==> config.mk <==
export PLATFORM = sky130hd
export DESIGN_NAME = dmaController
export DESIGN_NICKNAME = d
export VERILOG_FILES = /design/src/common/ramDmaPkg.sv /design/src/dma/dmaController.sv
export VERILOG_INCLUDE_DIRS = /design/src /design/src/common
export SDC_FILE = /design/constraint.sdc
export NUM_CORES = 1
export LEC_CHECK = 0
export ABC_AREA = 1
export BUFFER_PORTS_ARGS = -buffer_cell sky130_fd_sc_hd__buf_4
export CAP_MARGIN = 10
export CORE_AREA = 2 2 127 129
export CTS_CLUSTER_DIAMETER = 200
export DETAILED_ROUTE_END_ITERATION = 8
export DIE_AREA = 0 0 129 131
export PLACE_DENSITY = 0.8
export SLEW_MARGIN = 20
export SYNTH_ARGS = -nofsm -noshare
export SYNTH_HDL_FRONTEND = slang
export SYNTH_SLANG_ARGS = --single-unit
==> constraint.sdc <==
create_clock -name clock -period 3.84 [get_ports clock]
set_clock_uncertainty 0.15 [all_clocks]
set_input_delay 0.384 -clock clock [delete_from_list [all_inputs] [get_ports clock]]
set_output_delay 0.384 -clock clock [all_outputs]
set_load 0.01 [all_outputs]
==> src/common/ramDma_defs.svh <==
// Constants of the CI SRAM and DMA block: sizes, operand A select codes, control and status bits
`ifndef RAM_DMA_DEFS_SVH
`define RAM_DMA_DEFS_SVH

// Local SRAM size in words
`define SRAM_DEPTH 512

// Custom instruction number answered by default
`define DEFAULT_CI_ID 8'h0E

// Operation select in operand A bits 12 to 10
`define SEL_SRAM        3'd0
`define SEL_BUS_ADDRESS 3'd1
`define SEL_MEM_ADDRESS 3'd2
`define SEL_BLOCK_SIZE  3'd3
`define SEL_BURST_SIZE  3'd4
`define SEL_CONTROL     3'd5

// Control register start bits
`define CTRL_READ_BIT  0
`define CTRL_WRITE_BIT 1

// Status word returned by a control read
`define STATUS_BUSY_BIT  0
`define STATUS_ERROR_BIT 1

`endif

==> src/common/ramDmaPkg.sv <==
// Shared word, field, bus and state types for the CI SRAM and DMA block, imported by its modules
package ramDmaPkg;

    typedef logic [31:0] word_t;
    typedef logic [8:0]  sramAddress_t;
    typedef logic [9:0]  blockSize_t;
    // Burst length is held as words minus one, as on the bus
    typedef logic [7:0]  burstSize_t;
    typedef logic [2:0]  regSelect_t;

    typedef struct packed {
        word_t addressData;
        logic  endTransaction;
        logic  dataValid;
        logic  busy;
        logic  error;
    } busIn_t;

    typedef struct packed {
        word_t      addressData;
        burstSize_t burstSize;
        logic [3:0] byteEnable;
        logic       readNWrite;
        logic       beginTransaction;
        logic       endTransaction;
        logic       dataValid;
        logic       busy;
        logic       error;
    } busOut_t;

    typedef struct packed {
        word_t        busStartAddress;
        sramAddress_t memoryStartAddress;
        blockSize_t   blockSize;
        burstSize_t   burstSize;
    } dmaConfig_t;

    typedef enum logic [1:0] {DMA_IDLE, DMA_ISSUE, DMA_WAIT} dmaState_e;

    typedef enum logic [2:0] {
        BUS_IDLE,
        BUS_REQUEST,
        BUS_BEGIN,
        BUS_READ_DATA,
        BUS_WRITE_DATA,
        BUS_FINISH
    } busState_e;

endpackage

==> src/dma/dmaController.sv <==
// DMA configuration and status registers; splits a programmed block into bursts for the bus master
`timescale 1ns/1ps
`include "ramDma_defs.svh"

module dmaController (
    input  logic                    clock,
    input  logic                    reset,
    input  logic                    regWrite,
    input  logic                    regRead,
    input  ramDmaPkg::regSelect_t   regSelect,
    input  ramDmaPkg::word_t        writeData,
    input  logic                    burstDone,
    input  logic                    burstError,
    output ramDmaPkg::word_t        regData,
    output logic                    burstStart,
    output ramDmaPkg::word_t        burstAddress,
    output ramDmaPkg::sramAddress_t burstMemAddress,
    output ramDmaPkg::burstSize_t   burstLength,
    output logic                    readNWrite
);
    import ramDmaPkg::*;

    dmaConfig_t dmaConfig;
    dmaState_e  state;
    logic       errorFlag;
    logic       busy;
    logic       startRequest;
    blockSize_t remaining;
    blockSize_t fullBurst;
    blockSize_t thisBurst;
    word_t      status;

    assign busy = (state != DMA_IDLE);

    // A start bit only counts while idle
    assign startRequest = regWrite && (regSelect == `SEL_CONTROL) && !busy
                          && (writeData[`CTRL_READ_BIT] || writeData[`CTRL_WRITE_BIT]);

    // Next burst is the smaller of burst size plus one and what is left
    assign fullBurst   = {2'b00, dmaConfig.burstSize} + 10'd1;
    assign thisBurst   = (remaining < fullBurst) ? remaining : fullBurst;
    assign burstLength = burstSize_t'(thisBurst - 10'd1);
    assign burstStart  = (state == DMA_ISSUE) && (remaining != '0);

    always_ff @(posedge clock) begin
        if (reset) begin
            state     <= DMA_IDLE;
            errorFlag <= 1'b0;
            dmaConfig <= '0;
            remaining <= '0;
        end else begin
            if (regWrite) begin
                case (regSelect)
                    `SEL_BUS_ADDRESS: dmaConfig.busStartAddress <= writeData;
                    `SEL_MEM_ADDRESS: dmaConfig.memoryStartAddress <= writeData[8:0];
                    `SEL_BLOCK_SIZE:  dmaConfig.blockSize <= writeData[9:0];
                    `SEL_BURST_SIZE:  dmaConfig.burstSize <= writeData[7:0];
                    default: ;
                endcase
            end
            case (state)
                DMA_IDLE: begin
                    if (startRequest) begin
                        errorFlag <= 1'b0;
                        remaining <= dmaConfig.blockSize;
                        state     <= DMA_ISSUE;
                    end
                end
                DMA_ISSUE: begin
                    // Empty block or last burst done
                    if (remaining == '0) begin
                        state <= DMA_IDLE;
                    end else begin
                        remaining <= remaining - thisBurst;
                        state     <= DMA_WAIT;
                    end
                end
                DMA_WAIT: begin
                    if (burstDone && burstError) begin
                        errorFlag <= 1'b1;
                        state     <= DMA_IDLE;
                    end else if (burstDone) begin
                        state <= DMA_ISSUE;
                    end
                end
                default: state <= DMA_IDLE;
            endcase
        end
    end

    // Working addresses, advanced as each burst is handed over
    always_ff @(posedge clock) begin
        if (startRequest) begin
            burstAddress    <= dmaConfig.busStartAddress;
            burstMemAddress <= dmaConfig.memoryStartAddress;
            readNWrite      <= writeData[`CTRL_READ_BIT];
        end else if (burstStart) begin
            burstAddress    <= burstAddress + {20'd0, thisBurst, 2'b00};
            burstMemAddress <= burstMemAddress + sramAddress_t'(thisBurst);
        end
    end

    always_comb begin
        status = '0;
        status[`STATUS_BUSY_BIT]  = busy;
        status[`STATUS_ERROR_BIT] = errorFlag;
    end

    // Register readback, zero-extended
    always_ff @(posedge clock) begin
        if (regRead) begin
            case (regSelect)
                `SEL_BUS_ADDRESS: regData <= dmaConfig.busStartAddress;
                `SEL_MEM_ADDRESS: regData <= word_t'(dmaConfig.memoryStartAddress);
                `SEL_BLOCK_SIZE:  regData <= word_t'(dmaConfig.blockSize);
                `SEL_BURST_SIZE:  regData <= word_t'(dmaConfig.burstSize);
                `SEL_CONTROL:     regData <= status;
                default:          regData <= '0;
            endcase
        end
    end

endmodule

Word-level counts from Yosys, hierarchy flattened
Index checks and enable logic that the tools add are counted.
{"block": "classes", "addsub": 5, "order_cmp": 1, "eq_ne": 11, "muxes": 17, "n_reduce_logical": 21}
{"cell": "case mux 32 bit (5 select lines)", "count": 1}
{"cell": "two-way mux 32 bit", "count": 2}
{"cell": "adder 32 x 12 -> 32 bit", "count": 1}
{"cell": "two-way mux 10 bit", "count": 3}
{"cell": "case mux 10 bit (2 select lines)", "count": 1}
{"cell": "two-way mux 9 bit", "count": 2}
{"cell": "logical NOT 10 bit", "count": 1}
{"cell": "< comparator 10 x 9 -> 1 bit", "count": 1}
{"cell": "AND reduction 2 bit", "count": 5}
{"cell": "nonzero test 10 bit", "count": 1}
{"cell": "subtractor 10 bit", "count": 1}
{"cell": "adder 8 x 1 -> 9 bit (second input constant)", "count": 1}
{"cell": "adder 9 bit", "count": 1}
{"cell": "two-way mux 2 bit", "count": 4}
{"cell": "nonzero test 2 bit", "count": 4}
{"cell": "subtractor 8 x 1 -> 8 bit (second input constant)", "count": 1}
{"cell": "equality test 3 x 2 -> 1 bit (second input constant)", "count": 2}
{"cell": "equality test 3 bit (second input constant)", "count": 2}
{"cell": "inequality test 2 bit (second input constant)", "count": 3}
{"cell": "case mux 2 bit (3 select lines)", "count": 1}
{"cell": "AND reduction 3 bit", "count": 2}
{"cell": "logical AND 1 bit", "count": 5}
{"cell": "equality test 3 x 1 -> 1 bit (second input constant)", "count": 1}
{"cell": "inequality test 3 bit (second input constant)", "count": 1}
{"cell": "7 further kinds", "count": 8}
{"block": "totals", "ff_bits": 146, "inputBits": 41, "out_inout_bits": 83}

Depth between registers and ports, before layout
{"block": "logic_depth", "word_depth": 6, "depth_mapped": 31}

Worst setup path after synthesis
Ideal clock, no wire load.
{"block": "synth_path", "path_kind": "flip-flop to flip-flop", "start": "register dmaConfig[0] in the netlist's numbering", "end": "register burstAddress[26], data pin", "arrival_time_ps": 3877, "t_required_ps": 3424, "slack_ps": -454, "stages_incl_launch_ff": 25, "cell_sequence": "dfxtp_1 inv_2 nor3_2 nand3_1 nor3_2 xor2_1 ha_1 a21oi_1 nor2_1 nor3_4 nand2_8 nand2_2 nand2_2 inv_1 ha_1 inv_1 fa_1 o21ai_1 a21oi_1 o21ai_2 nand3_1 nor2_1 xor2_1 nand2_1 o21ai_0"}
{"block": "synth_via", "elab_chain_len": 6}
{"item": "start: declaration", "line": "dmaController.sv:23", "source": "dmaConfig_t dmaConfig;"}
{"item": "adder 8 x 1 -> 9 bit (*)", "line": "dmaController.sv:40", "source": "assign fullBurst = {2'b00, dmaConfig.burstSize} + 10'd1;"}
{"item": "< comparator 10 x 9 -> 1 bit", "line": "dmaController.sv:41", "source": "assign thisBurst = (remaining < fullBurst) ? remaining : fullBurst;"}
{"item": "two-way mux 10 bit (*)", "line": "dmaController.sv:41"}
{"item": "adder 32 x 12 -> 32 bit (*)", "line": "dmaController.sv:98", "source": "burstAddress <= burstAddress + {20'd0, thisBurst, 2'b00};"}
{"item": "two-way mux 32 bit (*)", "line": "dmaController.sv:97", "source": "end else if (burstStart) begin"}
{"item": "two-way mux 32 bit (*)", "line": "dmaController.sv:93", "source": "if (startRequest) begin"}
{"item": "end signal: assignment", "line": "dmaController.sv:94", "source": "burstAddress <= dmaConfig.busStartAddress;"}
{"item": "end signal: assignment", "line": "dmaController.sv:98"}
{"item": "end: declaration", "line": "dmaController.sv:16", "source": "output ramDmaPkg::word_t burstAddress,"}
Every way passes the cells marked *; elsewhere a longest branch is shown, timed or not. The select of a mux whose other input is x is not followed.
A chain may end at the register's enable or synchronous reset.

Worst setup path in the final report
{"block": "layout_path", "start": "register dmaConfig[0] in the netlist's numbering", "end": "register burstAddress[30], data pin"}
The elaborated chain is that of the path after synthesis.

==> flow_metrics.tcl <==
set metrics [dict create \
    cp.buffers_inverters 7 \
    route.detailed.drc 0 \
    final_cells 1440 \
    violations "negative setup slack" \
    cts_hold_buffers 0 \
    fp.dieArea_mm2 0.0169 \
    clkPwrFrac_pct 25.8 \
    grt_usage_pct 29.7 \
    cpPeakStageDelay_ns 0.36 \
    vias 8289 \
    total_power_mw 6.33 \
    cpMaxStageDelayCell "dfxtp_4" \
    netlist_area_mm2 0.00795 \
    setup_tns_ns -9.57 \
    path_common_cell "nand2_1" \
    fp.dieH_um 131 \
    arrival_ns 4.31 \
    max_slew_margin_pct 36.8 \
    cts_tree "yes" \
    setup-violations-final 35 \
    clockBufferDepth 2 \
    drt_wl_total_um 27300 \
    placed_cells 1373 \
    antenna_found_initial 0 \
    final_area_mm2 0.0113 \
    power.switching_mw 2.31 \
    p_comb_share_pct 45.6 \
    synthFlopType "edfxtp_1" \
    avgViaCountPerCell 5.76 \
    peakVddDrop_mv 0.389 \
    gp_congestion 0.945 \
    core.rowCount 46 \
    grt_pass1_vias 7522 \
    hold_path.startpoint "writeData[0]" \
    outcome "finished with violations" \
    dieWidth_um 129 \
    cts_root_buffer "clkbuf_16" \
    min_path_type "input port to flop" \
    slew_viol_final 0 \
    ioPinCount 124 \
    rsz0062_at_grt "yes" \
    hold_viol 0 \
    whs_ns 0.0265 \
    firstDrtPassIters 6 \
    syn_nets 1057 \
    switching_share_pct 36.6 \
    ys_ff_latch 146 \
    num-fill-cells 1017 \
    cp_max_fo 6 \
    cts_buffers 17 \
    min_delay_path_depth 1 \
    worst_pin_slew_ns 0.942 \
    port_buffers 123 \
    ys_seq_area_share_pct 46.1 \
    r2r-end "burstAddress[30]" \
    initial_utilization_pct 50.9 \
    syn_inst 977 \
    max_freq_ghz 0.234 \
    n_antenna_cell 0 \
    crit_cells 27 \
    final_common_cell "buf_4" \
    clock_latency_ns 0.44 \
    fin_crit_ns 4.28 \
    grt_pass1_wl_um 38800 \
    cap_violations 0 \
    timing.rr.start "dmaConfig[0]" \
    core-area_mm2 0.0156 \
    rr_worst_depth 27 \
    ys_types 47 \
    postSynth.asyncResetShare_pct 0 \
    ctsHtreeMaxLevel 4 \
    path_clk_slew_ns 0.06 \
    seqPwrFrac_pct 28.6 \
    powerDensity_mw_per_mm2 559 \
    p_leak_nw 4.87 \
    drive_gt1_share_pct 35.9 \
    finalCritPeriodShare_pct 111 \
    placed_area_mm2 0.00974 \
    critPathRequiredTime_ns 3.87 \
    drtIter0Drc 975 \
    internal_power_mw 4.01 \
    grt_overflow 0 \
    cp-start-kind "flop" \
    regToRegSetupSlack_ns -0.44 \
    drtAntennaViolNets 0 \
    fin_nets 1291 \
    place_ws_ns -0.384 \
    grt_max_degree 64 \
    final_cell_mix "235 x buf_4, 147 x nand2_1, 109 x inv_1, 81 x o21ai_0, 79 x a21oi_1" \
    path_class "flop to flop" \
    fin_util_pct 72.5 \
    yosys_warnings 0 \
    crit_family "simple AND/OR/NAND/NOR gates" \
    areaGrowthSynthToFinish_pct 42.3 \
    worstHoldEndpoint "readNWrite" \
    avgSynthCellArea_um2 8.13 \
    dpl.hpwl_um 16600 \
    fin_ws_ns -0.439 \
    clock-sinks 146 \
    routedWlPerCell_um 19.0 \
    synth-edff-count 74 \
    cp-end-kind "flop" \
]
==> registers in the layout (all words and copies together), names as in the netlist <==
name             count
dmaConfig           59
burstAddress        32
regData             32
remaining           10
burstMemAddress      9
state                2
errorFlag            1
readNWrite           1
==> logic make-up (layout without fill, tap and decap cells) <==
kind of cell	count (synthesis)	after routing	synth area share, %
compound gates	247	247	16.7
xor+xnor	25	25	2.76
fa+ha+maj	39	39	6.43
buf+inv	170	417	8.19
flops	146	146	46.1
other cells	1	1	0.0472
simple gates	349	349	19.7
==> worst max-delay path by stage <==
stage | startpoint | endpoint | slack [ns]
final | dmaConfig[0] | burstAddress[30] | -0.44
after global routing | dmaConfig[0] | burstMemAddress[8] | -0.64
after global placement | dmaConfig[0] | burstAddress[29] | -0.21
after CTS | dmaConfig[2] | burstAddress[26] | -0.25
after floorplan | dmaConfig[0] | burstAddress[26] | -0.24
after detailed placement | dmaConfig[0] | burstAddress[29] | -0.38
==> power groups by stage <==
stage	combinational [mW]	clock, mW	sequential (mW)
6_report	2.88	1.63	1.81
5_1_grt	3.06	1.69	1.82
4_1_cts	2.29	1.62	1.81
3_5_place_dp	2.01	0	1.83
3_3_place_gp	1.96	0	1.83
2_1_floorplan	1.14	0	1.84
==> synth_stat cells, drive strengths merged, types with 2 or more instances <==
cell / n / area share, %
nand3: 48 / 3.1
buf: 10 / 0.63
clkbuf: 22 / 1.0
xnor2: 10 / 1.1
o31ai: 2 / 0.19
o211ai: 4 / 0.38
a221oi: 4 / 0.44
a211oi: 2 / 0.19
fa: 3 / 0.76
ha: 36 / 5.7
o21ai: 120 / 7.7
nand2: 184 / 9.7
dfxtp: 72 / 18
inv: 136 / 6.4
a21oi: 99 / 6.2
nand3b: 4 / 0.38
or2: 7 / 0.55
nor3: 14 / 1.2
a31oi: 3 / 0.24
xor2: 15 / 1.7
edfxtp: 74 / 28
nor2: 82 / 4.1
nand4: 7 / 0.55
clkinv: 2 / 0.095
o21bai: 2 / 0.19
nor4: 2 / 0.16
o2111ai: 7 / 0.77
==> routing by layer <==
layer / share of wire (%) / global-route usage [%] / routed length [um]
met4: 4.4 / 14.6 / 1200
met5: 0 / 0 / 0
met2: 47 / 48.5 / 12900
met3: 9.8 / 5.25 / 2670
met1: 39 / 38.4 / 10500
==> repair_timing <==
action	4_1_cts	5_1_grt
cloned	0	0
buffers inserted	23	14
pin swaps	35	66
resized for setup	79	105
setup endpoints to repair	38	49
==> area by class of cell <==
class                           instances  area, um2  area share [%]
Clock buffer                           20        447            3.95
Clock inverter                         12        121            1.07
Inverter                              138        536            4.74
Multi-Input combinational cell        661       4360            38.5
Sequential cell                       146       3670            32.4
Tap cell                              216        270            2.39
Timing Repair Buffer                  247       1910            16.9
(Power assumes the default switching activity.)
