`config.mk`:
```
export PLATFORM = sky130hd
export DESIGN_NAME = dmaBusMaster
export DESIGN_NICKNAME = d
export VERILOG_FILES = /design/src/common/ramDma_defs.svh /design/src/common/ramDmaPkg.sv /design/src/dma/dmaBusMaster.sv
export SDC_FILE = /design/constraint.sdc
export NUM_CORES = 1
export LEC_CHECK = 0
export BUFFER_PORTS_ARGS = -buffer_cell sky130_fd_sc_hd__buf_2
export CAP_MARGIN = 20
export CORE_MARGIN = 8
export CORE_UTILIZATION = 36
export DETAILED_ROUTE_END_ITERATION = 8
export PLACE_DENSITY = 0.72
export SLEW_MARGIN = 15
export SYNTH_ARGS = -nofsm -noshare
export SYNTH_HDL_FRONTEND = slang
export SYNTH_SLANG_ARGS = --single-unit
```
`constraint.sdc`:
```
create_clock -name clock -period 4.71 [get_ports clock]
set_input_delay 0.942 -clock clock [delete_from_list [all_inputs] [get_ports clock]]
set_output_delay 0.942 -clock clock [all_outputs]
set_load 0.03 [all_outputs]
```
`src/common/ramDma_defs.svh`:
```
// Constants of the CI SRAM and DMA block: sizes, operand A select codes, control and status bits
`ifndef RAM_DMA_DEFS_SVH
`define RAM_DMA_DEFS_SVH

// Local SRAM size in words
`define SRAM_DEPTH 512

// Custom instruction number answered by default
`define DEFAULT_CI_ID 8'h0E

// Operation select in operand A bits 12 to 10
`define SEL_SRAM        3'd0
`define SEL_BUS_ADDRESS 3'd1
`define SEL_MEM_ADDRESS 3'd2
`define SEL_BLOCK_SIZE  3'd3
`define SEL_BURST_SIZE  3'd4
`define SEL_CONTROL     3'd5

// Control register start bits
`define CTRL_READ_BIT  0
`define CTRL_WRITE_BIT 1

// Status word returned by a control read
`define STATUS_BUSY_BIT  0
`define STATUS_ERROR_BIT 1

`endif

```
`src/common/ramDmaPkg.sv`:
```
// Shared word, field, bus and state types for the CI SRAM and DMA block, imported by its modules
package ramDmaPkg;

    typedef logic [31:0] word_t;
    typedef logic [8:0]  sramAddress_t;
    typedef logic [9:0]  blockSize_t;
    // Burst length is held as words minus one, as on the bus
    typedef logic [7:0]  burstSize_t;
    typedef logic [2:0]  regSelect_t;

    typedef struct packed {
        word_t addressData;
        logic  endTransaction;
        logic  dataValid;
        logic  busy;
        logic  error;
    } busIn_t;

    typedef struct packed {
        word_t      addressData;
        burstSize_t burstSize;
        logic [3:0] byteEnable;
        logic       readNWrite;
        logic       beginTransaction;
        logic       endTransaction;
        logic       dataValid;
        logic       busy;
        logic       error;
    } busOut_t;

    typedef struct packed {
        word_t        busStartAddress;
        sramAddress_t memoryStartAddress;
        blockSize_t   blockSize;
        burstSize_t   burstSize;
    } dmaConfig_t;

    typedef enum logic [1:0] {DMA_IDLE, DMA_ISSUE, DMA_WAIT} dmaState_e;

    typedef enum logic [2:0] {
        BUS_IDLE,
        BUS_REQUEST,
        BUS_BEGIN,
        BUS_READ_DATA,
        BUS_WRITE_DATA,
        BUS_FINISH
    } busState_e;

endpackage

```
`src/dma/dmaBusMaster.sv`:
```
// Bus master for the DMA; requests the bus and runs one read or write burst through SRAM port B
`timescale 1ns/1ps

module dmaBusMaster (
    input  logic                    clock,
    input  logic                    reset,
    input  logic                    burstStart,
    input  ramDmaPkg::word_t        burstAddress,
    input  ramDmaPkg::sramAddress_t burstMemAddress,
    input  ramDmaPkg::burstSize_t   burstLength,
    input  logic                    readNWrite,
    input  logic                    busGrant,
    input  ramDmaPkg::busIn_t       busIn,
    input  ramDmaPkg::word_t        sramReadData,
    output logic                    busRequest,
    output ramDmaPkg::busOut_t      busOut,
    output logic                    sramWriteEnable,
    output ramDmaPkg::sramAddress_t sramAddress,
    output ramDmaPkg::word_t        sramWriteData,
    output logic                    burstDone,
    output logic                    burstError
);
    import ramDmaPkg::*;

    busState_e    state;
    word_t        address;
    sramAddress_t memAddress;
    burstSize_t   wordsLeft;
    logic         readBurst;
    logic         errorSeen;
    logic         wordAccepted;

    // Busy arrives through the input register, so the slave raises it
    // one cycle ahead of a word it cannot take
    assign wordAccepted = (state == BUS_WRITE_DATA) && !busIn.busy;

    always_ff @(posedge clock) begin
        if (reset) begin
            state     <= BUS_IDLE;
            errorSeen <= 1'b0;
        end else begin
            case (state)
                BUS_IDLE: begin
                    errorSeen <= 1'b0;
                    if (burstStart) begin
                        state <= BUS_REQUEST;
                    end
                end
                BUS_REQUEST: begin
                    if (busGrant) begin
                        state <= BUS_BEGIN;
                    end
                end
                BUS_BEGIN: state <= readBurst ? BUS_READ_DATA : BUS_WRITE_DATA;
                BUS_READ_DATA: begin
                    if (busIn.error) begin
                        errorSeen <= 1'b1;
                        state     <= BUS_FINISH;
                    end else if (busIn.endTransaction) begin
                        state <= BUS_FINISH;
                    end
                end
                BUS_WRITE_DATA: begin
                    if (busIn.error) begin
                        errorSeen <= 1'b1;
                        state     <= BUS_FINISH;
                    end else if (wordAccepted && (wordsLeft == '0)) begin
                        state <= BUS_FINISH;
                    end
                end
                BUS_FINISH: state <= BUS_IDLE;
                default:    state <= BUS_IDLE;
            endcase
        end
    end

    // Burst parameters, SRAM pointer and word count
    always_ff @(posedge clock) begin
        if ((state == BUS_IDLE) && burstStart) begin
            address    <= burstAddress;
            memAddress <= burstMemAddress;
            wordsLeft  <= burstLength;
            readBurst  <= readNWrite;
        end else if ((state == BUS_READ_DATA) && busIn.dataValid) begin
            memAddress <= memAddress + 1'b1;
        end else if (wordAccepted) begin
            memAddress <= memAddress + 1'b1;
            wordsLeft  <= wordsLeft - 1'b1;
        end
    end

    always_comb begin
        busOut      = '0;
        sramAddress = memAddress;
        case (state)
            BUS_BEGIN: begin
                busOut.addressData      = address;
                busOut.burstSize        = wordsLeft;
                busOut.byteEnable       = 4'hF;
                busOut.readNWrite       = readBurst;
                busOut.beginTransaction = 1'b1;
            end
            BUS_WRITE_DATA: begin
                busOut.addressData = sramReadData;
                busOut.dataValid   = 1'b1;
                // Fetch the next word only once the current one is taken
                if (wordAccepted) begin
                    sramAddress = memAddress + 1'b1;
                end
            end
            BUS_FINISH: busOut.endTransaction = !readBurst && !errorSeen;
            default: ;
        endcase
    end

    assign busRequest = (state == BUS_REQUEST) || (state == BUS_BEGIN)
                        || (state == BUS_READ_DATA) || (state == BUS_WRITE_DATA);

    assign sramWriteEnable = (state == BUS_READ_DATA) && busIn.dataValid;
    assign sramWriteData   = busIn.addressData;

    assign burstDone  = (state == BUS_FINISH);
    assign burstError = burstDone && errorSeen;

endmodule

```
**After elaboration in Yosys (flattened, before gate mapping)**

Index checks and enable logic that the tools add are counted.

- Word-level logic and storage cells: 60
- Bits of input ports: 122
- Register bits: 54
- Output and inout bits: 95

- Eq/ne operators: 11
- Muxes and demuxes: 21
- Add/subtract/negate cells: 2
- Reductions and logical operators: 20

Operators with widths:

| cell | number |
|---|---|
| 32-bit case mux with 2 select lines | 1 |
| 9-bit two-way mux | 4 |
| 8-bit two-way mux | 3 |
| 3-bit two-way mux | 7 |
| 3-bit case mux with 5 select lines | 1 |
| 14-bit two-way mux | 1 |
| 9-bit by 1-bit adder with 9-bit output (second input constant) | 1 |
| 8-bit logical NOT | 1 |
| 8-bit by 1-bit subtractor with 8-bit output (second input constant) | 1 |
| 3-bit by 2-bit == test with 1-bit output (second input constant) | 2 |
| 3-bit == test (second input constant) | 2 |
| 1-bit logical AND | 6 |
| 2-bit by 1-bit inequality test with 1-bit output (second input constant) | 2 |
| 2-bit inequality test (second input constant) | 2 |
| 2-bit AND reduction | 2 |
| 4-bit AND reduction | 1 |
| 2-bit nonzero test | 2 |
| 3-bit by 1-bit == test with 1-bit output (second input constant) | 1 |
| 1-bit logical NOT | 3 |
| 3-bit logical NOT | 1 |
| 1-bit logical OR | 3 |
| 1-bit two-way mux | 3 |
| 3-bit by 2-bit inequality test with 1-bit output (second input constant) | 1 |
| 3-bit inequality test (second input constant) | 1 |
| 2 further kinds | 2 |

**Depth between registers and ports, before layout**

Gate-level depths: netlist (run 1).

- Word-level depth: 6
- Gate-level depth with buffers: 8

**Worst setup path before layout (run 1)**

OpenSTA, ideal clock, no wires.

- Path kind: input to output
- From: input busIn[1] (netlist name)
- To: output sramAddress[7]
- Slack: 1320 ps
- Stages: 4
- Buffers on the path: 1
- Data arrival time: 2448 ps
- Cell sequence: or4b_4 > buf_6 > nor4_1 > xor2_1

- Word-level cells in the longest chain between the ends: 4

Ends and longest elaborated chain:

| element | RTL line | text |
|---|---|---|
| start, declared | dmaBusMaster.sv:13 | `input ramDmaPkg::busIn_t busIn,` |
| 1-bit logical NOT | dmaBusMaster.sv:35 | `assign wordAccepted = (state == BUS_WRITE_DATA) && !busIn.busy;` |
| 1-bit logical AND | dmaBusMaster.sv:35 |  |
| 9-bit two-way mux | -- |  |
| 9-bit two-way mux | dmaBusMaster.sv:95 | `case (state)` |
| end, declared | dmaBusMaster.sv:18 | `output ramDmaPkg::sramAddress_t sramAddress,` |

Every way passes these cells.

**Final worst setup path (run 1)**

Same ends and word-level chain as after synthesis.

==> impl_metrics.py, run 1 <==
metrics = {
    "sta": {
        "clock.fmax_mhz": 298,
        "slew_violations": 0,
        "min_period_ns": 3.36,
        "fin_ws_ns": 1.35,
        "setup-violations-final": 0,
        "grt_setup_unrepaired": "false",
        "tightestPinTransition_ns": 0.773,
        "skew_ns": 0.0114,
        "relSlewSlack": 0.484,
        "fin_setup_tns_ns": 0,
        "min_period_over_period": 0.713,
        "hold_viol": 0,
    },
    "clocking": {
        "numCtsBuffers": 5,
        "cts_resized": 0,
        "clock_latency_ns": 0.30,
        "cts_tree": "built",
        "ctsHoldBuffers": 0,
        "htree_levels": 2,
        "cts-root-buf": "clkbuf_8",
        "cts.sinks": 54,
        "path_clk_slew_ns": 0.10,
        "post_cts_buffers": 0,
        "clockBufferDepth": 2,
    },
    "setup_path": {
        "cp-start-kind": "input pin",
        "path_class": "input pin to output port",
        "path_common_cell": "buf_2",
        "cp_data_required_time_ns": 3.77,
        "end_kind": "output port",
        "cp_cell_sequence": "buf_2 -> or4b_4 -> nor4_1 -> xor2_1 -> buf_2",
        "crit_buf_inv": 2,
        "path_delay_family": "simple AND/OR/NAND/NOR gates",
        "crit_path_top_delay_cell": "or4b_4",
        "arrival_ns": 2.41,
        "worstPathMaxFanout": 12,
        "slowest_delay_ns": 0.59,
    },
    "die": {
        "fp.dieArea_um2": 11600,
        "rows": 33,
        "die_y_um": 108,
        "start_util": 0.370,
        "die_x_um": 108,
        "core_um2": 8220,
        "io_pins": 217,
    },
    "yosys": {
        "synth-edff-count": 41,
        "synthesis.instances": 286,
        "synth_cell_type_count": 40,
        "yosys_register_bits": 54,
        "synthFlopType": "edfxtp_1",
        "synth_warnings": 0,
        "seq_area_frac_synth": 0.491,
        "synthArstFlopShare": 0,
        "syn_area_um2": 3040,
        "syn_avg_cell_area_um2": 10.6,
    },
    "cells_and_area": {
        "drive_above_1_share": 0.414,
        "nets": 520,
        "areaGrowthSynthToFinish_pct": 21.5,
        "antenna_cells": 0,
        "fillers": 818,
    },
    "global_route": {
        "met3_usage": 0.0521,
        "grt-ovfl-total": 0,
        "busiest_layer": "met2",
        "met1_usage": 0.147,
        "grt_use_met2": 0.261,
        "grt.total_usage": 0.139,
        "grt_start_max_net_pins": 62,
        "grt_pass1_vias": 2574,
        "grt_pass1_wl_mm": 13.0,
        "antenna_found_initial": 0,
    },
    "job": {
        "drv_cap": 0,
    },
    "detailed_routing": {
        "wl_per_cell_um": 17.6,
        "first_pass_iters": 4,
        "drt-total-wl_mm": 8.81,
        "drtIter0Drc": 91,
        "num_vias": 2499,
        "ant_nets": 0,
        "drc": 0,
        "routed_via_density": 4.99,
    },
    "run_status": {
        "outcome": "complete, no violations",
    },
    "placed_design": {
        "io_buffers": 150,
        "place_ws_ns": 1.37,
        "hpwl_mm": 6.96,
        "gp_congestion": 0.796,
    },
    "pwr": {
        "vdd_drop_max_v": 0.000206,
        "power_uw": 1330,
        "p_leak_uw": 0.00170,
        "power.density_nw_per_um2": 360,
    },
    "worst_hold_path": {
        "hold_class": "flip-flop to flip-flop",
    },
}
-- per-stage QoR --
| step | cells | utilization | cell area, µm² | hold slack (ns) |
|---|---|---|---|---|
| after CTS | 500 | 0.447 | 3670 | 0.534 |
| after global placement | 492 | 0.437 | 3590 | 0.493 |
| after floorplan | 287 | - | 3040 | 0.474 |
| final | 501 | 0.450 | 3690 | 0.531 |
| after detailed placement | 492 | 0.437 | 3590 | 0.520 |
| after global routing | 501 | 0.450 | 3690 | 0.594 |
-- cells in the mapped netlist (2+ instances only) --
library cell,count,area share
a21o_1,2,0.0049
a21oi_1,9,0.015
a22o_1,32,0.092
and3_1,8,0.016
and4_1,2,0.0058
buf_2,2,0.0033
buf_4,38,0.094
buf_6,2,0.0074
clkbuf_1,10,0.012
dfxtp_1,13,0.086
edfxtp_1,41,0.41
ha_1,3,0.012
inv_1,6,0.0074
mux2i_1,2,0.0066
nand2_1,27,0.033
nand2b_1,2,0.0041
nand3_1,5,0.0082
nand3b_1,2,0.0049
nor2_1,15,0.019
nor2b_1,2,0.0041
nor3_1,6,0.0099
o211ai_1,3,0.0074
o21ai_0,16,0.026
xnor2_1,12,0.035
xor2_1,11,0.032
-- layer usage --
metal	vias to the layer above	routed length, µm
met5	-	0
met4	0	33
met3	4	856
met2	137	4540
met1	1144	3380
li1	1214	-
-- final timing paths --
check / start / to / slack [ns] / depth (start not counted)
worst max-delay path: busIn[1] / sramAddress[7] / 1.35 / 5
worst min-delay path: errorSeen / errorSeen / 0.53 / 2
worst min register to register: errorSeen / errorSeen / 0.53 / 2
worst max register to register: state[2] / state[0] / 2.58 / 5
-- final cells by class --
cell class | count | area (µm²) | area share
well taps | 105 | 131 | 0.0356
repair buffers | 153 | 786 | 0.213
flip-flops and latches | 54 | 1490 | 0.404
inverters | 6 | 22.5 | 0.00610
clock inverters | 3 | 11.3 | 0.00305
clock buffers | 5 | 68.8 | 0.0186
multi-input cells | 175 | 1180 | 0.320
-- worst reg2reg max path, stage by stage (launching register included) --
cell and delay (ns):
dfxtp_1 0.60, nor3b_4 0.74, buf_4 0.36, nand2b_1 0.08, o2111ai_1 0.17, a21oi_1 0.08
-- logic make-up after synthesis --
family / count (synthesis) / share of synthesized area
flip-flops: 54 / 0.491
multiplexers: 2 / 0.00659
AO/OA/AOI/OAI: 68 / 0.167
buffers and inverters: 58 / 0.124
other: 1 / 0.00123
adder cells (fa/ha/maj): 3 / 0.0124
AND/OR/NAND/NOR: 77 / 0.132
XOR/XNOR: 23 / 0.0663
-- registers in the layout, indices dropped and copies added (netlist names) --
name and count:
address 32, memAddress 9, wordsLeft 8, state 3, errorSeen 1, readBurst 1
-- layout by cell type (no fill, tap or decap), types with 2 or more instances in the layout --
master	instances
conb_1	2
edfxtp_1	41
and4_1	2
buf_2	150
dfxtp_1	13
clkbuf_8	5
inv_1	5
nor2b_1	2
xor2_1	11
mux2i_1	2
nand3_1	5
nand2b_1	2
nor2_1	14
nor3_1	6
xnor2_1	12
ha_1	3
a21o_1	2
nand3b_1	2
a21oi_1	9
buf_4	2
nand2_1	27
clkinv_1	3
o21ai_0	16
a22o_1	32
o211ai_1	3
and3_1	8
-- power by group --
group / internal (µW) / switching, µW
clock network: 99.9 / 146
logic: 150 / 261
registers: 602 / 69.0
total: 852 / 476
Power figures use the tool's default switching activity.
==> inputs of run 2 (changes only) <==
--- a/config.mk
+++ b/config.mk
@@ -5,12 +5,13 @@
 export SDC_FILE = /design/constraint.sdc
 export NUM_CORES = 1
 export LEC_CHECK = 0
+export ABC_AREA = 1
 export BUFFER_PORTS_ARGS = -buffer_cell sky130_fd_sc_hd__buf_2
 export CAP_MARGIN = 20
 export CORE_MARGIN = 8
 export CORE_UTILIZATION = 36
 export DETAILED_ROUTE_END_ITERATION = 8
-export PLACE_DENSITY = 0.72
+export PLACE_DENSITY = 0.71
 export SLEW_MARGIN = 15
 export SYNTH_ARGS = -nofsm -noshare
 export SYNTH_HDL_FRONTEND = slang
==> constraint.sdc (replaced) <==
create_clock -name clock -period 3.3 [get_ports clock]
set_input_delay 0.66 -clock clock [delete_from_list [all_inputs] [get_ports clock]]
set_output_delay 0.66 -clock clock [all_outputs]
set_load 0.03 [all_outputs]
==> run 2 against run 1 <==
Sequential share of layout area fell by 1.9 points. Largest cell class unchanged. Power rose to 2.9 times the previous value. Core utilization barely moved. Final cell count rose by 15%.
==> impl_metrics.py, run 2 <==
metrics = {
    "run_status": {
        "outcome": "complete, no violations",
    },
    "sta": {
        "setup-violations-final": 0,
        "clock.fmax_mhz": 400,
        "min_period_over_period": 0.758,
        "whs_ns": 0.512,
        "min_period_ns": 2.50,
        "slew_violations": 0,
        "relSlewSlack": 0.622,
        "grt_setup_unrepaired": "false",
        "skew_ns": 0.0125,
        "fin_setup_tns_ns": 0,
        "tightestPinTransition_ns": 0.567,
        "hold_viol": 0,
    },
    "yosys": {
        "yosysMostFrequentCell": "nand2_1",
        "synth-simple-area-share": 0.196,
        "yosys_register_bits": 54,
        "synth_top_area_frac": 0.386,
        "syn_area_um2": 3190,
        "synthTopCellsByArea": "edfxtp_1 (39%), buf_4 (9.7%), nand2_1 (8.8%)",
        "synthAdderAreaFrac": 0.0118,
        "synth_top_family_by_area": "simple AND/OR/NAND/NOR gates",
        "synth-xor-area-share": 0.0247,
        "synth_warnings": 0,
        "synthesis.instances": 354,
        "synth-edff-count": 41,
        "synth_cell_type_count": 30,
        "synthTopCellsByCount": "nand2_1 (75), buf_4 (41), edfxtp_1 (41), nor2_1 (37), a22o_1 (32)",
        "synthArstFlopShare": 0,
        "muxShareOfSynthArea": 0,
        "synthFlopType": "edfxtp_1",
        "seq_area_frac_synth": 0.468,
        "yosysTopAreaCell": "edfxtp_1",
        "syn_avg_cell_area_um2": 9.00,
        "synth_compound_gate_area_share": 0.148,
    },
    "detailed_routing": {
        "num_vias": 2760,
        "drt-total-wl_mm": 8.68,
        "routed_via_density": 4.80,
        "first_pass_iters": 6,
        "ant_nets": 0,
        "drc": 0,
        "drtIter0Drc": 154,
        "wl_per_cell_um": 15.1,
    },
    "die": {
        "io_pins": 217,
        "start_util": 0.369,
        "rows": 34,
        "die_y_um": 110,
        "die_x_um": 110,
        "core_um2": 8640,
        "fp.dieArea_um2": 12100,
    },
    "global_route": {
        "antenna_found_initial": 0,
        "grt_start_max_net_pins": 42,
        "busiest_layer": "met2",
        "grt_pass1_wl_mm": 13.0,
        "grt_use_met2": 0.231,
        "grt.total_usage": 0.133,
        "met3_usage": 0.0395,
        "met1_usage": 0.158,
        "grt_pass1_vias": 2664,
        "grt-ovfl-total": 0,
    },
    "clocking": {
        "htree_levels": 2,
        "cts_tree": "built",
        "ctsHoldBuffers": 0,
        "clock_latency_ns": 0.30,
        "clockBufferDepth": 2,
        "cts-root-buf": "clkbuf_8",
        "cts.sinks": 54,
        "numCtsBuffers": 5,
        "cts_resized": 0,
        "post_cts_buffers": 0,
        "path_clk_slew_ns": 0.10,
    },
    "setup_path": {
        "arrival_ns": 1.84,
        "path_common_cell": "nand2_1",
        "slowest_delay_ns": 0.37,
        "end_kind": "output port",
        "r2r_cells": 4,
        "worstPathMaxFanout": 38,
        "reg2reg_from": "state[0]",
        "r2r_setup_slack_ns": 1.40,
        "worstReg2RegEnd": "address[18]",
        "cp-start-kind": "flip-flop",
        "crit_path_top_delay_cell": "dfxtp_1",
        "path_class": "flip-flop to output port",
        "cp_cell_sequence": "inv_2 -> nand2_1 -> nor2_2 -> buf_4 -> nand2_1 -> inv_1 -> buf_2",
        "cp_data_required_time_ns": 2.64,
    },
    "worst_hold_path": {
        "worstHoldStart": "reset",
        "min_to": "errorSeen",
        "holdPathStages": 2,
        "hold_class": "input pin to flip-flop",
    },
    "cells_and_area": {
        "areaGrowthSynthToFinish_pct": 21.8,
        "drive_above_1_share": 0.383,
        "layout_commonest_cell": "buf_2",
        "top_register": "address",
        "largest_register_ffs": 32,
        "top_regs": "address: 32 flops, memAddress: 9 flops, wordsLeft: 8 flops",
        "nets": 591,
        "mostFrequentLayoutCells": "buf_2 (150), nand2_1 (75), edfxtp_1 (41)",
        "antenna_cells": 0,
    },
    "placed_design": {
        "gp_congestion": 0.812,
        "io_buffers": 150,
        "hpwl_mm": 6.96,
    },
    "job": {
        "drv_cap": 0,
    },
    "pwr": {
        "p_leak_uw": 0.00194,
        "vdd_drop_max_v": 0.000481,
        "power.density_nw_per_um2": 982,
    },
}
==> run 2: cell types whose count changed after synthesis, sizes merged, moves of 8 or more <==
cell    before  now
and3         8    0
clkbuf      10    2
inv          6   34
nand2       27   78
nand3        5   14
nor2        15   42
xnor2       12    2
==> run 2: metrics by stage <==
stage                     utilization  total power (µW)  instances  setup slack [ns]  cell area, µm²
after CTS                       0.449              3850        575             0.762            3880
after detailed placement        0.433              3300        567              1.12            3740
after global placement          0.433              3270        567              1.14            3740
final                           0.449              3810        575             0.799            3880
after floorplan                     -              2860        355             0.927            3190
after global routing            0.449              4100        575             0.595            3880
==> run 2: power breakdown <==
group,switching (µW),total (µW),internal (µW),leakage [µW]
Combinational,1440,2070,635,0.00137
Sequential,160,1200,1040,0.000495
Clock,217,540,324,0.0000714
==> run 2: routing by layer <==
layer	part of all wire	routed length, µm
met1	0.41	3520
met2	0.47	4090
met3	0.12	1010
met4	0.0071	62
met5	0	0
==> run 2: cell type report <==
| type | instances | area [µm²] |
|---|---|---|
| Fill cell | 869 | 4760 |
| Sequential cell | 54 | 1490 |
| Multi-Input combinational cell | 219 | 1220 |
| Timing Repair Buffer | 152 | 766 |
| Tap cell | 108 | 135 |
| Inverter | 34 | 128 |
| Clock buffer | 6 | 82.6 |
| Clock inverter | 2 | 60.1 |
==> run 2: worst max-delay path by stage <==
stage	start	to	slack [ns]	depth (start not counted)
floorplan	state[0]	busOut[3]	0.93	4
global placement	busIn[1]	sramAddress[4]	1.14	5
detailed placement	state[0]	busOut[23]	1.12	5
CTS	state[0]	busOut[23]	0.76	5
global route	state[2]	busOut[5]	0.60	7
finish	state[2]	busOut[5]	0.80	7
==> run 2: cell families (layout without fill, tap and decap cells) <==
logic type	count (synthesis)	in the layout
adder cells (fa/ha/maj)	3	3
buffers and inverters	82	194
AND/OR/NAND/NOR	140	140
AO/OA/AOI/OAI	65	65
XOR/XNOR	9	9
other	1	2
flip-flops	54	54
==> run 2: critical path, delay by kind of cell (launching register included) <==
| kind | cells | cell delay, ns |
|---|---|---|
| buf+inv | 4 | 0.74 |
| flops | 1 | 0.37 |
| simple gates | 3 | 0.43 |
==> inputs of run 3 (changes only) <==
--- a/config.mk
+++ b/config.mk
@@ -5,13 +5,13 @@
 export SDC_FILE = /design/constraint.sdc
 export NUM_CORES = 1
 export LEC_CHECK = 0
-export ABC_AREA = 1
+export ABC_AREA = 0
 export BUFFER_PORTS_ARGS = -buffer_cell sky130_fd_sc_hd__buf_2
 export CAP_MARGIN = 20
 export CORE_MARGIN = 8
 export CORE_UTILIZATION = 36
 export DETAILED_ROUTE_END_ITERATION = 8
-export PLACE_DENSITY = 0.71
+export PLACE_DENSITY = 0.72
 export SLEW_MARGIN = 15
 export SYNTH_ARGS = -nofsm -noshare
 export SYNTH_HDL_FRONTEND = slang
==> constraint.sdc (replaced) <==
create_clock -name clock -period 2.6 [get_ports clock]
set_input_delay 0.52 -clock clock [delete_from_list [all_inputs] [get_ports clock]]
set_output_delay 0.52 -clock clock [all_outputs]
set_load 0.03 [all_outputs]
==> run 3 against run 2 <==
Routed wire length rose by 2.5%. Cell area fell by 3.2%. Worst setup slack got worse by 0.68 ns. Flip-flop and latch count did not move. Sequential share of layout area rose by 1.3 points. Critical path type unchanged. Die area fell by 3.9%. Largest cell class unchanged. Via count fell by 10%. Core utilization rose by 0.80 points.
==> impl_metrics.py, run 3 (synthesis results as in run 1) <==
metrics = {
    "cells_and_area": {
        "drive_above_1_share": 0.425,
        "antenna_cells": 0,
        "nets": 526,
        "top_register": "address",
        "design_area_um2": 3760,
        "fillers": 804,
        "areaGrowthSynthToFinish_pct": 23.6,
        "mostFrequentLayoutCells": "buf_2 (150), edfxtp_1 (41), a22o_1 (32)",
        "top_regs": "address: 32 flops, memAddress: 9 flops, wordsLeft: 8 flops",
        "largest_register_ffs": 32,
        "layout_commonest_cell": "buf_2",
    },
    "clocking": {
        "clockBufferDepth": 2,
        "cts_resized": 0,
        "post_cts_buffers": 0,
        "cts_tree": "built",
        "path_clk_slew_ns": 0.10,
        "ctsHoldBuffers": 0,
        "cts-root-buf": "clkbuf_8",
        "cts.sinks": 54,
        "numCtsBuffers": 5,
        "clock_latency_ns": 0.30,
        "htree_levels": 2,
    },
    "pwr": {
        "p_leak_uw": 0.00173,
        "power.density_nw_per_um2": 645,
        "vdd_drop_max_v": 0.000340,
    },
    "sta": {
        "min_period_ns": 2.48,
        "min_period_over_period": 0.953,
        "relSlewSlack": 0.664,
        "hold_viol": 0,
        "setup-violations-final": 0,
        "slew_violations": 0,
        "clock.fmax_mhz": 404,
        "fin_setup_tns_ns": 0,
        "grt_setup_unrepaired": "false",
        "tightestPinTransition_ns": 0.503,
        "skew_ns": 0.0114,
    },
    "setup_path": {
        "end_kind": "output port",
        "arrival_ns": 1.96,
        "crit_buf_inv": 2,
        "worstPathMaxFanout": 9,
        "path_class": "flip-flop to output port",
        "crit_path_top_delay_cell": "or4b_4",
        "cp-start-kind": "flip-flop",
        "path_delay_family": "simple AND/OR/NAND/NOR gates",
        "cp_data_required_time_ns": 2.08,
        "cp_cell_sequence": "or4b_4 -> buf_4 -> nor2_1 -> xor2_1 -> buf_2",
        "slowest_delay_ns": 0.57,
    },
    "global_route": {
        "grt_pass1_vias": 2559,
        "grt_start_max_net_pins": 62,
        "grt_pass1_wl_mm": 13.1,
        "grt-ovfl-total": 0,
        "grt.total_usage": 0.141,
        "antenna_found_initial": 0,
    },
    "die": {
        "start_util": 0.370,
        "die_x_um": 108,
        "fp.dieArea_um2": 11600,
        "die_y_um": 108,
        "io_pins": 217,
        "core_um2": 8220,
        "rows": 33,
    },
    "detailed_routing": {
        "ant_nets": 0,
        "drc": 0,
        "wl_met2_mm": 4.62,
        "wl_per_cell_um": 17.5,
        "drtIter0Drc": 96,
        "num_vias": 2485,
        "wl_met1_mm": 3.25,
        "first_pass_iters": 4,
        "wl_met3_um": 973,
        "routed_via_density": 4.90,
        "drt-total-wl_mm": 8.90,
        "highest_layer": "met4",
    },
    "placed_design": {
        "io_buffers": 150,
        "gp_congestion": 0.764,
        "hpwl_mm": 7.09,
        "placed_cell_area_um2": 3670,
    },
    "job": {
        "drv_cap": 0,
    },
    "worst_hold_path": {
        "hold_class": "input pin to flip-flop",
    },
    "run_status": {
        "outcome": "complete, no violations",
    },
}
run 3: cell count changes in the layout (fill, tap and decap cells not counted), sizes merged, moves of 8 or more:
cell	before	now
inv	34	6
and3	0	8
xnor2	2	12
nand2	78	27
nand3	14	5
nor2	42	15
run 3: worst paths after layout:
check | startpoint | to | slack, ns | cells after the start
setup / recovery | state[1] | sramAddress[3] | 0.12 | 5
hold / removal | readNWrite | readBurst | 0.39 | 1
hold reg to reg | errorSeen | errorSeen | 0.53 | 2
setup reg to reg | state[0] | wordsLeft[6] | 0.78 | 6
run 3: worst register-to-register path, stage by stage (launching register included):
cell and delay, ns:
dfxtp_1 0.33, buf_4 0.20, nor2_1 0.18, nand3b_1 0.29, inv_2 0.15, buf_12 0.26, o21ai_0 0.17
run 3: report_power, final:
part           switching, µW  internal (µW)  leakage, µW
combinational            501            283      0.00119
sequential              99.8           1090     0.000500
clock                    257            192    0.0000395
run 3: area by class of cell:
type	count	area [µm²]	share of cell area
timing repair buffer	159	843	0.224
tap	105	131	0.0350
clock buffer	8	80.1	0.0213
multi-input combinational	175	1190	0.316
sequential	54	1490	0.397
inverter	6	22.5	0.00599
run 3: metal layers:
metal	GRT usage	vias to the layer above
li1	-	1224
met1	0.147	1111
met2	0.260	141
met3	0.0569	9
met4	0.0268	0
met5	0	-
run 3: metrics by stage:
step                      utilization  hold slack [ns]  power [µW]  setup WS (ns)  cells
after floorplan                     -            0.474        1820         0.0545    287
after global placement          0.447            0.499        1980          0.184    499
after detailed placement        0.447            0.508        2000          0.159    499
after CTS                       0.457            0.373        2460         0.0915    507
after global routing            0.457            0.363        2570         0.0216    507
final                           0.457            0.387        2430          0.123    507
